### src/logic/decode_macros.svh
`ifndef DECODE_MACROS_SVH
`define DECODE_MACROS_SVH

// datapath and register file geometry
`define DATA_W 32
`define REG_AW 5
`define REG_N 32

// register fields
`define INST_RD_LSB 0
`define INST_RJ_LSB 5
`define INST_RK_LSB 10

// immediate fields
`define INST_I12_LSB 10
`define INST_I12_W 12
`define INST_I16_LSB 10
`define INST_I16_W 16
`define INST_I20_LSB 5
`define INST_I20_W 20

// high part of the 26-bit offset sits in bits 9..0
`define INST_OFFS26_HI_LSB 0
`define INST_OFFS26_HI_W 10

// opcode fields
`define INST_OP6_LSB 26
`define INST_OP4_LSB 22
`define INST_OP2_LSB 20
`define INST_OP5_LSB 15

`endif
### src/logic/decode_pkg.sv
`include "decode_macros.svh"

package decode_pkg;

    typedef enum logic [3:0] {
        ALU_ADD,
        ALU_SUB,
        ALU_SLT,
        ALU_SLTU,
        ALU_AND,
        ALU_NOR,
        ALU_OR,
        ALU_XOR,
        ALU_SLL,
        ALU_SRL,
        ALU_SRA,
        ALU_LUI
    } alu_op_e;

    typedef enum logic [2:0] {
        IMM_NONE,
        IMM_UI5,
        IMM_UI12,
        IMM_SI12,
        IMM_SI20,
        IMM_FOUR
    } imm_kind_e;

    typedef enum logic [3:0] {
        MEM_NONE,
        MEM_LD_B,
        MEM_LD_H,
        MEM_LD_W,
        MEM_LD_BU,
        MEM_LD_HU,
        MEM_ST_B,
        MEM_ST_H,
        MEM_ST_W
    } mem_op_e;

    typedef enum logic [3:0] {
        BR_NONE,
        BR_BEQ,
        BR_BNE,
        BR_BLT,
        BR_BGE,
        BR_BLTU,
        BR_BGEU,
        BR_B,
        BR_BL,
        BR_JIRL
    } br_op_e;

    // decoded control for the instruction held in the stage
    typedef struct packed {
        alu_op_e            alu_op;
        imm_kind_e          imm_kind;
        mem_op_e            mem_op;
        br_op_e             br_op;
        logic               src1_is_pc;
        logic               src2_is_imm;
        logic               src2_is_rd;
        logic               need_r1;
        logic               need_r2;
        logic               rf_we;
        logic [`REG_AW-1:0] dest;
    } dec_ctrl_t;

endpackage

### src/logic/rf_read_if.sv
`include "decode_macros.svh"

interface rf_read_if;

    logic [`REG_AW-1:0] raddr1;
    logic [`REG_AW-1:0] raddr2;
    logic [`DATA_W-1:0] rdata1;
    logic [`DATA_W-1:0] rdata2;

    // forwarding side drives the addresses
    modport fwd (
        output raddr1,
        output raddr2,
        input  rdata1,
        input  rdata2
    );

    modport rf (
        input  raddr1,
        input  raddr2,
        output rdata1,
        output rdata2
    );

endinterface

### src/logic/decode_stage.sv
`include "decode_macros.svh"

module decode_stage (
    input  logic                 clk,
    input  logic                 resetn,
    input  logic                 if_valid,
    input  logic [`DATA_W-1:0]   if_inst,
    input  logic [`DATA_W-1:0]   if_pc,
    output logic                 id_allowin,
    output logic                 br_taken,
    output logic [`DATA_W-1:0]   br_target,
    input  logic                 ex_allowin,
    output logic                 ex_valid,
    output decode_pkg::alu_op_e  ex_alu_op,
    output logic [`DATA_W-1:0]   ex_src1,
    output logic [`DATA_W-1:0]   ex_src2,
    output logic                 ex_rf_we,
    output logic [`REG_AW-1:0]   ex_rf_waddr,
    output logic [`DATA_W-1:0]   ex_pc,
    output decode_pkg::mem_op_e  ex_mem_op,
    output logic [`DATA_W-1:0]   ex_store_data,
    input  logic                 ex_fwd_we,
    input  logic [`REG_AW-1:0]   ex_fwd_waddr,
    input  logic [`DATA_W-1:0]   ex_fwd_wdata,
    input  logic                 ex_fwd_is_load,
    input  logic                 mem_fwd_we,
    input  logic [`REG_AW-1:0]   mem_fwd_waddr,
    input  logic [`DATA_W-1:0]   mem_fwd_wdata,
    input  logic                 mem_fwd_is_load,
    input  logic                 wb_we,
    input  logic [`REG_AW-1:0]   wb_waddr,
    input  logic [`DATA_W-1:0]   wb_wdata
);
    import decode_pkg::*;

    logic               id_valid;
    logic [`DATA_W-1:0] id_inst;
    logic [`DATA_W-1:0] id_pc;
    dec_ctrl_t          ctrl;
    logic               hazard;
    logic               ready_go;
    logic               ex_fire;
    logic [`DATA_W-1:0] rj_value;
    logic [`DATA_W-1:0] rkd_value;
    logic [`DATA_W-1:0] imm;
    logic [`INST_I12_W-1:0] i12;

    rf_read_if rf_bus ();

    assign ready_go   = !hazard;
    assign id_allowin = !id_valid || (ready_go && ex_allowin);
    assign ex_valid   = id_valid && ready_go;
    assign ex_fire    = ex_valid && ex_allowin;

    // a taken branch squashes whatever IF offers this cycle
    always_ff @(posedge clk) begin
        if (!resetn) begin
            id_valid <= 1'b0;
        end else if (br_taken) begin
            id_valid <= 1'b0;
        end else if (id_allowin) begin
            id_valid <= if_valid;
        end
    end

    always_ff @(posedge clk) begin
        if (if_valid && id_allowin) begin
            id_inst <= if_inst;
            id_pc   <= if_pc;
        end
    end

    inst_decoder dec_i (
        .inst (id_inst),
        .ctrl (ctrl)
    );

    reg_file rf_i (
        .clk     (clk),
        .rd_port (rf_bus),
        .we      (wb_we),
        .waddr   (wb_waddr),
        .wdata   (wb_wdata)
    );

    operand_forward fwd_i (
        .rd_port         (rf_bus),
        .ctrl            (ctrl),
        .rj              (id_inst[`INST_RJ_LSB +: `REG_AW]),
        .rk              (id_inst[`INST_RK_LSB +: `REG_AW]),
        .rd              (id_inst[`INST_RD_LSB +: `REG_AW]),
        .ex_fwd_we       (ex_fwd_we),
        .ex_fwd_waddr    (ex_fwd_waddr),
        .ex_fwd_wdata    (ex_fwd_wdata),
        .ex_fwd_is_load  (ex_fwd_is_load),
        .mem_fwd_we      (mem_fwd_we),
        .mem_fwd_waddr   (mem_fwd_waddr),
        .mem_fwd_wdata   (mem_fwd_wdata),
        .mem_fwd_is_load (mem_fwd_is_load),
        .wb_we           (wb_we),
        .wb_waddr        (wb_waddr),
        .wb_wdata        (wb_wdata),
        .rj_value        (rj_value),
        .rkd_value       (rkd_value),
        .hazard          (hazard)
    );

    branch_unit br_i (
        .br_op     (ctrl.br_op),
        .pc        (id_pc),
        .inst      (id_inst),
        .rj_value  (rj_value),
        .rkd_value (rkd_value),
        .take_en   (ex_fire),
        .br_taken  (br_taken),
        .br_target (br_target)
    );

    assign i12 = id_inst[`INST_I12_LSB +: `INST_I12_W];

    // ui5 sits in the low bits of the same field
    always_comb begin
        case (ctrl.imm_kind)
            IMM_UI5, IMM_SI12: imm = {{(`DATA_W-`INST_I12_W){i12[`INST_I12_W-1]}}, i12};
            IMM_UI12:          imm = {{(`DATA_W-`INST_I12_W){1'b0}}, i12};
            IMM_SI20:          imm = {id_inst[`INST_I20_LSB +: `INST_I20_W],
                                      {(`DATA_W-`INST_I20_W){1'b0}}};
            IMM_FOUR:          imm = `DATA_W'd4;
            default:           imm = '0;
        endcase
    end

    assign ex_alu_op     = ctrl.alu_op;
    assign ex_src1       = ctrl.src1_is_pc ? id_pc : rj_value;
    assign ex_src2       = ctrl.src2_is_imm ? imm : rkd_value;
    assign ex_rf_we      = ctrl.rf_we;
    assign ex_rf_waddr   = ctrl.dest;
    assign ex_pc         = id_pc;
    assign ex_mem_op     = ctrl.mem_op;
    assign ex_store_data = rkd_value;

endmodule

### src/logic/branch_unit.sv
`include "decode_macros.svh"

module branch_unit (
    input  decode_pkg::br_op_e   br_op,
    input  logic [`DATA_W-1:0]   pc,
    input  logic [`DATA_W-1:0]   inst,
    input  logic [`DATA_W-1:0]   rj_value,
    input  logic [`DATA_W-1:0]   rkd_value,
    input  logic                 take_en,
    output logic                 br_taken,
    output logic [`DATA_W-1:0]   br_target
);
    import decode_pkg::*;

    logic [`DATA_W:0]   diff;
    logic               eq;
    logic               lt_s;
    logic               lt_u;
    logic               cond;
    logic [`DATA_W-1:0] offs16;
    logic [`DATA_W-1:0] offs26;

    // one subtractor for both orderings
    assign diff = {1'b0, rj_value} - {1'b0, rkd_value};
    assign eq   = (rj_value == rkd_value);
    assign lt_u = diff[`DATA_W];
    assign lt_s = (rj_value[`DATA_W-1] != rkd_value[`DATA_W-1]) ?
                  rj_value[`DATA_W-1] : diff[`DATA_W-1];

    assign offs16 = {{(`DATA_W-`INST_I16_W-2){inst[`INST_I16_LSB+`INST_I16_W-1]}},
                     inst[`INST_I16_LSB +: `INST_I16_W], 2'b00};
    assign offs26 = {{(`DATA_W-`INST_I16_W-`INST_OFFS26_HI_W-2)
                        {inst[`INST_OFFS26_HI_LSB+`INST_OFFS26_HI_W-1]}},
                     inst[`INST_OFFS26_HI_LSB +: `INST_OFFS26_HI_W],
                     inst[`INST_I16_LSB +: `INST_I16_W], 2'b00};

    always_comb begin
        case (br_op)
            BR_BEQ:                cond = eq;
            BR_BNE:                cond = !eq;
            BR_BLT:                cond = lt_s;
            BR_BGE:                cond = !lt_s;
            BR_BLTU:               cond = lt_u;
            BR_BGEU:               cond = !lt_u;
            BR_B, BR_BL, BR_JIRL:  cond = 1'b1;
            default:               cond = 1'b0;
        endcase
    end

    always_comb begin
        case (br_op)
            BR_JIRL:     br_target = rj_value + offs16;
            BR_B, BR_BL: br_target = pc + offs26;
            default:     br_target = pc + offs16;
        endcase
    end

    // only when EX takes the instruction
    assign br_taken = take_en && cond;

endmodule

### src/logic/operand_forward.sv
`include "decode_macros.svh"

module operand_forward (
    rf_read_if.fwd               rd_port,
    input  decode_pkg::dec_ctrl_t ctrl,
    input  logic [`REG_AW-1:0]   rj,
    input  logic [`REG_AW-1:0]   rk,
    input  logic [`REG_AW-1:0]   rd,
    input  logic                 ex_fwd_we,
    input  logic [`REG_AW-1:0]   ex_fwd_waddr,
    input  logic [`DATA_W-1:0]   ex_fwd_wdata,
    input  logic                 ex_fwd_is_load,
    input  logic                 mem_fwd_we,
    input  logic [`REG_AW-1:0]   mem_fwd_waddr,
    input  logic [`DATA_W-1:0]   mem_fwd_wdata,
    input  logic                 mem_fwd_is_load,
    input  logic                 wb_we,
    input  logic [`REG_AW-1:0]   wb_waddr,
    input  logic [`DATA_W-1:0]   wb_wdata,
    output logic [`DATA_W-1:0]   rj_value,
    output logic [`DATA_W-1:0]   rkd_value,
    output logic                 hazard
);

    logic [`REG_AW-1:0] src2_addr;
    logic               r1_ex;
    logic               r1_mem;
    logic               r1_wb;
    logic               r2_ex;
    logic               r2_mem;
    logic               r2_wb;

    // r0 never matches a producer
    function automatic logic match(
        input logic [`REG_AW-1:0] src,
        input logic               we,
        input logic [`REG_AW-1:0] waddr
    );
        return we && (src != '0) && (src == waddr);
    endfunction

    // stores and conditional branches read rd instead of rk
    assign src2_addr      = ctrl.src2_is_rd ? rd : rk;
    assign rd_port.raddr1 = rj;
    assign rd_port.raddr2 = src2_addr;

    assign r1_ex  = match(rj, ex_fwd_we, ex_fwd_waddr);
    assign r1_mem = match(rj, mem_fwd_we, mem_fwd_waddr);
    assign r1_wb  = match(rj, wb_we, wb_waddr);
    assign r2_ex  = match(src2_addr, ex_fwd_we, ex_fwd_waddr);
    assign r2_mem = match(src2_addr, mem_fwd_we, mem_fwd_waddr);
    assign r2_wb  = match(src2_addr, wb_we, wb_waddr);

    // youngest producer wins
    assign rj_value  = r1_ex  ? ex_fwd_wdata  :
                       r1_mem ? mem_fwd_wdata :
                       r1_wb  ? wb_wdata      : rd_port.rdata1;
    assign rkd_value = r2_ex  ? ex_fwd_wdata  :
                       r2_mem ? mem_fwd_wdata :
                       r2_wb  ? wb_wdata      : rd_port.rdata2;

    // load data not yet available in EX or MEM
    assign hazard = (ctrl.need_r1 && ((r1_ex && ex_fwd_is_load) || (r1_mem && mem_fwd_is_load)))
                 || (ctrl.need_r2 && ((r2_ex && ex_fwd_is_load) || (r2_mem && mem_fwd_is_load)));

endmodule

### src/logic/reg_file.sv
`include "decode_macros.svh"

module reg_file (
    input  logic               clk,
    rf_read_if.rf              rd_port,
    input  logic               we,
    input  logic [`REG_AW-1:0] waddr,
    input  logic [`DATA_W-1:0] wdata
);

    logic [`DATA_W-1:0] regs [`REG_N];

    // r0 is never written
    always_ff @(posedge clk) begin
        if (we && waddr != '0) begin
            regs[waddr] <= wdata;
        end
    end

    // combinational reads with r0 forced to zero
    assign rd_port.rdata1 = (rd_port.raddr1 == '0) ? '0 : regs[rd_port.raddr1];
    assign rd_port.rdata2 = (rd_port.raddr2 == '0) ? '0 : regs[rd_port.raddr2];

endmodule

### src/logic/inst_decoder.sv
`include "decode_macros.svh"

module inst_decoder (
    input  logic [`DATA_W-1:0]    inst,
    output decode_pkg::dec_ctrl_t ctrl
);
    import decode_pkg::*;

    logic [5:0]         op_31_26;
    logic [3:0]         op_25_22;
    logic [1:0]         op_21_20;
    logic [4:0]         op_19_15;
    logic [`REG_AW-1:0] rd;
    logic               known;

    assign op_31_26 = inst[`INST_OP6_LSB +: 6];
    assign op_25_22 = inst[`INST_OP4_LSB +: 4];
    assign op_21_20 = inst[`INST_OP2_LSB +: 2];
    assign op_19_15 = inst[`INST_OP5_LSB +: 5];
    assign rd       = inst[`INST_RD_LSB +: `REG_AW];

    always_comb begin
        ctrl      = '0;
        ctrl.dest = rd;
        known     = 1'b1;
        if (op_31_26 == 6'h00 && op_25_22 == 4'h0 && op_21_20 == 2'h1) begin
            // three-register alu ops
            ctrl.need_r1 = 1'b1;
            ctrl.need_r2 = 1'b1;
            ctrl.rf_we   = 1'b1;
            case (op_19_15)
                5'h00:   ctrl.alu_op = ALU_ADD;
                5'h02:   ctrl.alu_op = ALU_SUB;
                5'h04:   ctrl.alu_op = ALU_SLT;
                5'h05:   ctrl.alu_op = ALU_SLTU;
                5'h08:   ctrl.alu_op = ALU_NOR;
                5'h09:   ctrl.alu_op = ALU_AND;
                5'h0a:   ctrl.alu_op = ALU_OR;
                5'h0b:   ctrl.alu_op = ALU_XOR;
                5'h0e:   ctrl.alu_op = ALU_SLL;
                5'h0f:   ctrl.alu_op = ALU_SRL;
                5'h10:   ctrl.alu_op = ALU_SRA;
                default: known = 1'b0;
            endcase
        end else if (op_31_26 == 6'h00 && op_25_22 == 4'h1 && op_21_20 == 2'h0) begin
            // shift by ui5
            ctrl.imm_kind    = IMM_UI5;
            ctrl.src2_is_imm = 1'b1;
            ctrl.need_r1     = 1'b1;
            ctrl.rf_we       = 1'b1;
            case (op_19_15)
                5'h01:   ctrl.alu_op = ALU_SLL;
                5'h09:   ctrl.alu_op = ALU_SRL;
                5'h11:   ctrl.alu_op = ALU_SRA;
                default: known = 1'b0;
            endcase
        end else if (op_31_26 == 6'h00) begin
            ctrl.src2_is_imm = 1'b1;
            ctrl.need_r1     = 1'b1;
            ctrl.rf_we       = 1'b1;
            ctrl.imm_kind    = IMM_SI12;
            case (op_25_22)
                4'h8:    ctrl.alu_op = ALU_SLT;
                4'h9:    ctrl.alu_op = ALU_SLTU;
                4'ha:    ctrl.alu_op = ALU_ADD;
                4'hd:    {ctrl.alu_op, ctrl.imm_kind} = {ALU_AND, IMM_UI12};
                4'he:    {ctrl.alu_op, ctrl.imm_kind} = {ALU_OR, IMM_UI12};
                4'hf:    {ctrl.alu_op, ctrl.imm_kind} = {ALU_XOR, IMM_UI12};
                default: known = 1'b0;
            endcase
        end else if ((op_31_26 == 6'h05 || op_31_26 == 6'h07) && !inst[25]) begin
            // lu12i.w and pcaddu12i
            ctrl.imm_kind    = IMM_SI20;
            ctrl.src2_is_imm = 1'b1;
            ctrl.rf_we       = 1'b1;
            ctrl.src1_is_pc  = (op_31_26 == 6'h07);
            ctrl.alu_op      = (op_31_26 == 6'h07) ? ALU_ADD : ALU_LUI;
        end else if (op_31_26 == 6'h0a) begin
            // address is rj + si12
            ctrl.alu_op      = ALU_ADD;
            ctrl.imm_kind    = IMM_SI12;
            ctrl.src2_is_imm = 1'b1;
            ctrl.need_r1     = 1'b1;
            ctrl.rf_we       = 1'b1;
            case (op_25_22)
                4'h0:    ctrl.mem_op = MEM_LD_B;
                4'h1:    ctrl.mem_op = MEM_LD_H;
                4'h2:    ctrl.mem_op = MEM_LD_W;
                4'h8:    ctrl.mem_op = MEM_LD_BU;
                4'h9:    ctrl.mem_op = MEM_LD_HU;
                4'h4:    ctrl.mem_op = MEM_ST_B;
                4'h5:    ctrl.mem_op = MEM_ST_H;
                4'h6:    ctrl.mem_op = MEM_ST_W;
                default: known = 1'b0;
            endcase
            if (op_25_22[3:2] == 2'b01) begin
                // stores read rd as data
                ctrl.rf_we      = 1'b0;
                ctrl.need_r2    = 1'b1;
                ctrl.src2_is_rd = 1'b1;
            end
        end else if (op_31_26 >= 6'h16 && op_31_26 <= 6'h1b) begin
            ctrl.need_r1    = 1'b1;
            ctrl.need_r2    = 1'b1;
            ctrl.src2_is_rd = 1'b1;
            ctrl.br_op      = br_op_e'(op_31_26 - 6'h15);
        end else if (op_31_26 == 6'h14) begin
            ctrl.br_op = BR_B;
        end else if (op_31_26 == 6'h15 || op_31_26 == 6'h13) begin
            // bl and jirl write the return address pc + 4
            ctrl.alu_op      = ALU_ADD;
            ctrl.imm_kind    = IMM_FOUR;
            ctrl.src1_is_pc  = 1'b1;
            ctrl.src2_is_imm = 1'b1;
            ctrl.rf_we       = 1'b1;
            ctrl.br_op       = (op_31_26 == 6'h15) ? BR_BL : BR_JIRL;
            ctrl.need_r1     = (op_31_26 == 6'h13);
            if (op_31_26 == 6'h15) begin
                ctrl.dest = `REG_AW'd1;
            end
        end else begin
            known = 1'b0;
        end
        // unknown codes act as a no-op
        if (!known) begin
            ctrl = '0;
        end
    end

endmodule

### config.mk
export PLATFORM = sky130hd
export DESIGN_NAME = decode_stage
export DESIGN_NICKNAME = d
export VERILOG_FILES = /design/src/logic/decode_pkg.sv /design/src/logic/rf_read_if.sv /design/src/logic/decode_stage.sv /design/src/logic/branch_unit.sv /design/src/logic/operand_forward.sv /design/src/logic/reg_file.sv /design/src/logic/inst_decoder.sv
export VERILOG_INCLUDE_DIRS = /design/src /design/src/logic
export SDC_FILE = /design/constraint.sdc
export NUM_CORES = 2
export LEC_CHECK = 0
export BUFFER_PORTS_ARGS = -buffer_cell sky130_fd_sc_hd__buf_4
export CAP_MARGIN = 20
export CORE_AREA = 2 2 367 369
export CTS_CLUSTER_SIZE = 10
export DETAILED_ROUTE_END_ITERATION = 8
export DIE_AREA = 0 0 369 371
export SLEW_MARGIN = 20
export SYNTH_ARGS = -nofsm -noshare
export SYNTH_HDL_FRONTEND = slang
export SYNTH_SLANG_ARGS = --single-unit
### constraint.sdc
create_clock -name clk -period 8.3 [get_ports clk]
set_clock_uncertainty 0.15 [all_clocks]
set_input_delay 1.245 -clock clk [delete_from_list [all_inputs] [get_ports clk]]
set_output_delay 1.245 -clock clk [all_outputs]
set_load 0.01 [all_outputs]
## Word-level counts from Yosys, hierarchy flattened

Memory sizes are Yosys's and may differ from the RTL's. A register that Yosys moved wholly into a read port is not among the register bits.
Cells that the tools add are included.

- Bits of input ports: 184
- Logic and storage cells: 219
- Memories kept: 1
- RAM bits: 1,024
- Bits in registers: 65
- Output and inout bits: 177

Memories:

| memory | depth | width | rd ports | clocked after Yosys merged registers in | wr ports | line | source |
|---|---|---|---|---|---|---|---|
| rf_i.regs | 32 | 32 | 2 | 1 | 1 | reg_file.sv:11 | `` logic [`DATA_W-1:0] regs [`REG_N]; `` |

- Equal/unequal tests: 53
- $add $sub $neg: 5
- $lt $le $gt $ge: 2
- Bitwise gates (word level): 1
- Multiplexer cells: 94
- Reductions and logical operators: 60

Operators by type and width:

| kind | number |
|---|---|
| two-way mux 32 bit | 10 |
| case mux 32 bit (4 select lines) | 1 |
| adder 32 bit | 3 |
| two-way mux 6 bit | 11 |
| case mux 32 bit (2 select lines) | 1 |
| two-way mux 5 bit | 10 |
| two-way mux 7 bit | 6 |
| case mux 4 bit (10 select lines) | 1 |
| two-way mux 1 bit | 33 |
| subtractor 32 x 32 -> 33 bit | 1 |
| == test 32 bit | 1 |
| == test 4 bit, second input constant | 8 |
| case mux 4 bit (8 select lines) | 1 |
| == test 5 x 4 -> 1 bit, second input constant | 6 |
| == test 5 bit | 6 |
| logical AND 1 bit | 30 |
| == test 4 x 3 -> 1 bit, second input constant | 7 |
| two-way mux 26 bit | 1 |
| two-way mux 4 bit | 5 |
| == test 6 x 5 -> 1 bit, second input constant | 3 |
| two-way mux 9 bit | 2 |
| logical NOT 5 bit | 3 |
| case mux 3 bit (5 select lines) | 1 |
| nonzero test 5 bit | 3 |
| other kinds (33) | 61 |

## Depth between registers and ports, before layout

- Depth in word-level cells: 31
- Gate-level depth with buffers: 34
- Depth with buffers taken out: 31

## Cells and area by module

A second synthesis with hierarchy kept.

- Cells, all modules: 3,803
- Area total of the unflattened synthesis: 58,332.2 um^2

Modules (own cells, without submodules):

| module | cells an instance | times used | area each (um^2) | seq. area each (um^2) |
|---|---|---|---|---|
| reg_file | 2,471 | 1 | 47,320.4 | 30,749.5 |
| branch_unit | 645 | 1 | 4,496.8 | 0.0 |
| decode_stage | 181 | 1 | 2,896.5 | 1,941.9 |
| operand_forward | 368 | 1 | 2,713.9 | 0.0 |
| inst_decoder | 138 | 1 | 904.6 | 0.0 |

## Least setup slack after synthesis

Ideal clock, no wire load.

- Path type: register -> output
- From: register id_inst[25]
- To: output port br_taken
- Arrival: 6.228 ns
- Slack: 0.677 ns
- Cell stages (with the launch flop): 31
- Required time: 6.905 ns
- Buffers on the path: 3
- Path through: edfxtp_1 -> clkbuf_2 -> nor4b_4 -> a311oi_4 -> o21ai_4 -> mux2i_4 -> buf_2 -> clkbuf_1 -> a211oi_1 -> a31oi_1 -> o22ai_1 -> or4_1 -> o31ai_1 -> ha_1 -> nor2b_1 -> o21a_1 -> o21ai_0 -> a211o_1 -> o21ai_0 -> a21o_1 -> a21o_1 -> a21o_1 -> a21o_1 -> a21oi_1 -> fa_1 -> inv_1 -> a211oi_1 -> a31oi_1 -> a2bb2oi_1 -> o21ai_0 -> and4_1

- Longest elaborated chain between the ends: 21
- Elaborated cells on any way between the ends: 89
- Those cells by class: 1 x add/sub; 26 x eq/ne; 30 x mux; 31 x reduce/logical; 1 x memory

Ends and longest elaborated chain:

| item | line | source |
|---|---|---|
| start, declared | decode_stage.sv:37 | `` logic [`DATA_W-1:0] id_inst; `` |
| start signal, assigned | decode_stage.sv:68 | `id_inst <= if_inst;` |
| == test 4 x 2 -> 1 bit (tied with other cells) | inst_decoder.sv:85 | `case (op_25_22)` |
| OR reduction 8 bit (no line) | -- |  |
| two-way mux 1 bit | inst_decoder.sv:85 |  |
| two-way mux 1 bit | inst_decoder.sv:78 | `end else if (op_31_26 == 6'h0a) begin` |
| two-way mux 1 bit | inst_decoder.sv:71 | `end else if ((op_31_26 == 6'h05 \|\| op_31_26 == 6'h07) && !inst[25]) begin` |
| two-way mux 1 bit | inst_decoder.sv:57 | `end else if (op_31_26 == 6'h00) begin` |
| two-way mux 1 bit | inst_decoder.sv:45 | `end else if (op_31_26 == 6'h00 && op_25_22 == 4'h1 && op_21_20 == 2'h0) begin` |
| two-way mux 1 bit | inst_decoder.sv:26 | `if (op_31_26 == 6'h00 && op_25_22 == 4'h0 && op_21_20 == 2'h1) begin` |
| [... 2 more ...] | -- |  |
| branches (longest 5 deep; another with memory read (32 x 32 bit)) | -- |  |
| two-way mux 32 bit * | operand_forward.sv:58 | `assign rkd_value = r2_ex ? ex_fwd_wdata :` |
| via ex_store_data[0] | decode_stage.sv:21 | `` output logic [`DATA_W-1:0] ex_store_data, `` |
| subtractor 32 x 32 -> 33 bit | branch_unit.sv:24 | `assign diff = {1'b0, rj_value} - {1'b0, rkd_value};` |
| two-way mux 1 bit | branch_unit.sv:27 | `` assign lt_s = (rj_value[`DATA_W-1] != rkd_value[`DATA_W-1]) ? `` |
| logical NOT 1 bit | branch_unit.sv:42 | `BR_BGE: cond = !lt_s;` |
| case mux 1 bit (7 select lines) * | branch_unit.sv:38 | `case (br_op)` |
| logical AND 1 bit * | branch_unit.sv:59 | `assign br_taken = take_en && cond;` |
| end, declared | decode_stage.sv:10 | `output logic br_taken,` |

Mark *: on every way through the listed nets, which the timed path passes.

## Worst setup path after layout

- From: register id_inst[26]
- To: output port br_taken

- Longest elaborated chain between the ends: 23
- Elaborated cells on any way between the ends: 101
- Those cells by class: 2 x add/sub; 2 x order compare; 20 x eq/ne; 45 x mux; 31 x reduce/logical; 1 x memory

Ends and longest elaborated chain:

| item | line | source |
|---|---|---|
| branches (longest 10 deep; another with >= comparator 6 x 5 -> 1 bit) | -- |  |
| two-way mux 26 bit * | inst_decoder.sv:125 | `if (!known) begin` |
| branches (longest 11 deep; another with subtractor 32 x 32 -> 33 bit) | -- |  |
| logical AND 1 bit * | branch_unit.sv:59 |  |

Every way passes the cells marked *. The select of a mux whose other input is x is not followed.

==> impl_metrics.csv <==
group,metric,value,unit
die,dieArea,137000,um2
drt,drtIter0Drc,7333,
layout,final_cell_mix,"edfxtp_1 (1088), buf_4 (763), nand2_1 (674)",
sta,slew_headroom,0.290,
pwr,total_leakage_power,26.2,nW
grt,antenna_found_initial,25,
pwr,ir_worst_vdd,0.232,mV
pwr,total_power,16.9,mW
die,num_io_pins,361,
run,drv_cap,0,
synth,synth.avg_cell_area,12.8,um2
worst_setup_path,crit_buf_inv,9,
worst_setup_path,cp-start-kind,"flip-flop",
synth,ys_ff_latch,1094,
placement,io_buffers,360,
drt,avgViaCountPerCell,6.89,
pwr,power_density,231,nW/um2
worst_setup_path,criticalPathCategory,"flip-flop to output pin",
worst_setup_path,cp_slowest_cell,"or4_1",
worst_setup_path,required,6.90,ns
sta,hold_viol,0,
synth,synth_seq_area_share,0.552,
synth,async_flop_share,0,
sta,tightest_slew,1.06,ns
synth,yosysUniqueCellTypes,92,
placement,place_ws,-0.0372,ns
sta,fmax,114,MHz
sta,final.setup.tns,-0.503,ns
drt,antenna_left,0,
clock_tree,clkTransAtPathRegs,0.06,ns
sta,fin_crit,8.80,ns
synth,yosys_most_used_dff,"edfxtp_1",
layout,layout_commonest_cell,"edfxtp_1",
worst_setup_path,worstPathMaxFanout,9,
clock_tree,cts_tree,"built",
clock_tree,cts_sinks,1094,
worst_setup_path,worst-r2r-cell-count,34,
drt,routedWlPerCell,35.0,um
die,start_util,0.447,
layout,nets,5587,
synth,synth_area,59400,um2
synth,synth-edff-count,1088,
layout,drive_gt1_frac,0.305,
grt,grt-ovfl-total,0,
die,core,133000,um2
placement,dp_hpwl,159,mm
grt,grt_use_total,0.353,
sta,rsz0062_at_grt,"true",
clock_tree,numCtsBuffers,132,
clock_tree,insertion_delay,0.80,ns
hold_path,hold_path.class,"flip-flop to flip-flop",
sta,finalMaxSlewViolations,0,
worst_setup_path,cp.arrival,7.41,ns
die,chipHeight,371,um
worst_setup_path,crit_path_max_incr_delay,0.56,ns
drt,drc,0,
sta,timing.final.ws_setup,-0.503,ns
grt,grt_pass1_vias,46200,
grt,grt_start_max_net_pins,55,
placement,place_congestion,0.989,
layout,final_core_util,0.551,
layout,filler_cell_count,10900,
hold_path,hold_path_depth,2,
synth,ys_warn_count,0,
drt,wirelength,250,mm
clock_tree,clk_path_buf_depth,3,
synth,netlist_instances,4633,
sta,setup_violations,1,
outcome,violations,"setup timing",
worst_setup_path,worstSetupEndpointType,"output pin",
drt,drt-pass1-iter-count,8,
grt,grt_first_pass_wirelength,343,mm
drt,vias,49100,
die,core.rowCount,134,
clock_tree,htreeDepth,4,
outcome,outcome,"finished with violations",
worst_setup_path,crit_cells,33,
worst_setup_path,critPathTopFamily,"compound AO/OA/AOI/OAI gates",
layout,syn2layout_area_growth,23.2,%
die,fp.dieW,369,um
clock_tree,cts-root-buf,"clkbuf_16",
sta,timing.final.crit_share,1.06,
==> cell type report <==
class	count	area, um2	area share
Clock inverter	27	367	0.00501
Timing Repair Buffer	898	8490	0.116
Multi-Input combinational cell	3137	25600	0.351
Tap cell	1768	2210	0.0303
Antenna cell	13	32.5	0.000445
Clock buffer	149	3400	0.0465
Sequential cell	1094	32800	0.449
Inverter	42	158	0.00216
==> path summary, 6_finish.rpt <==
path / startpoint / to / slack (ns)
min: id_valid / id_valid / 0.46
min reg2reg: id_valid / id_valid / 0.46
max reg2reg: id_inst[26] / id_valid / 1.30
max: id_inst[26] / br_taken / -0.50
==> layer usage <==
layer	vias to the layer above	routed length [um]	part of all wire	track usage
li1	20100	-	-	-
met1	24400	88300	0.35	0.447
met2	3840	112000	0.45	0.544
met3	815	31800	0.13	0.0933
met4	4	17200	0.069	0.212
met5	-	20	0.000080	0
==> worst min-delay path, cell delays in order, from the launching register on <==
cell	delay, ns
dfxtp_1	0.36
o21ai_0	0.17
a31oi_1	0.04
==> repair_timing <==
item / 4_1_cts / 5_1_grt
setup endpoints to repair: 6 / 11
gates resized for setup: 50 / 94
hold buffers: 0 / 0
pin swaps: 7 / 39
buffers inserted: 22 / 48
gates cloned: 4 / 11
==> power by group <==
part / switching, mW / internal [mW]
registers: 0.118 / 6.20
clock network: 2.31 / 3.00
logic: 2.91 / 2.32
total: 5.34 / 11.5
==> Yosys cell counts (46+ instances only) <==
cell type  number  area [um2]
buf_2          78         390
a21oi_1       104         521
clkbuf_1      259         972
nand2_1       676        2540
a211oi_1      268        2010
ha_1           95        1190
o22ai_1       136         851
edfxtp_1     1088       32700
o21ai_0       163         816
nor2_1        103         387
a31oi_1       266        1660
and3_1        276        1730
mux4_2        322        7250
xnor2_1        46         403
mux2_2         68         766
a21o_1         51         383
==> stage by stage <==
stage / cell area [um2] / std cells / hold WS, ns
floorplan: 59500 / 4664 / 0.377
global placement: 67700 / 6855 / 0.439
detailed placement: 67700 / 6855 / 0.445
global route: 73100 / 7124 / 0.449
CTS: 71900 / 7057 / 0.432
finish: 73100 / 7128 / 0.462
==> flip-flops by register name (all words and copies together) (netlist names), named ones only <==
name and count:
id_inst 32, ex_pc 32, id_valid 1, rf_i.regs 1024
==> logic make-up after synthesis <==
| family | Yosys count | share of synthesized area |
|---|---|---|
| flip-flops | 1094 | 0.552 |
| adder cells (fa/ha/maj) | 98 | 0.0210 |
| AND/OR/NAND/NOR | 1266 | 0.102 |
| other | 1 | 0.0000632 |
| buffers and inverters | 433 | 0.0299 |
| multiplexers | 398 | 0.137 |
| AO/OA/AOI/OAI | 1275 | 0.148 |
| XOR/XNOR | 68 | 0.0100 |
(Power assumes the default switching activity.)
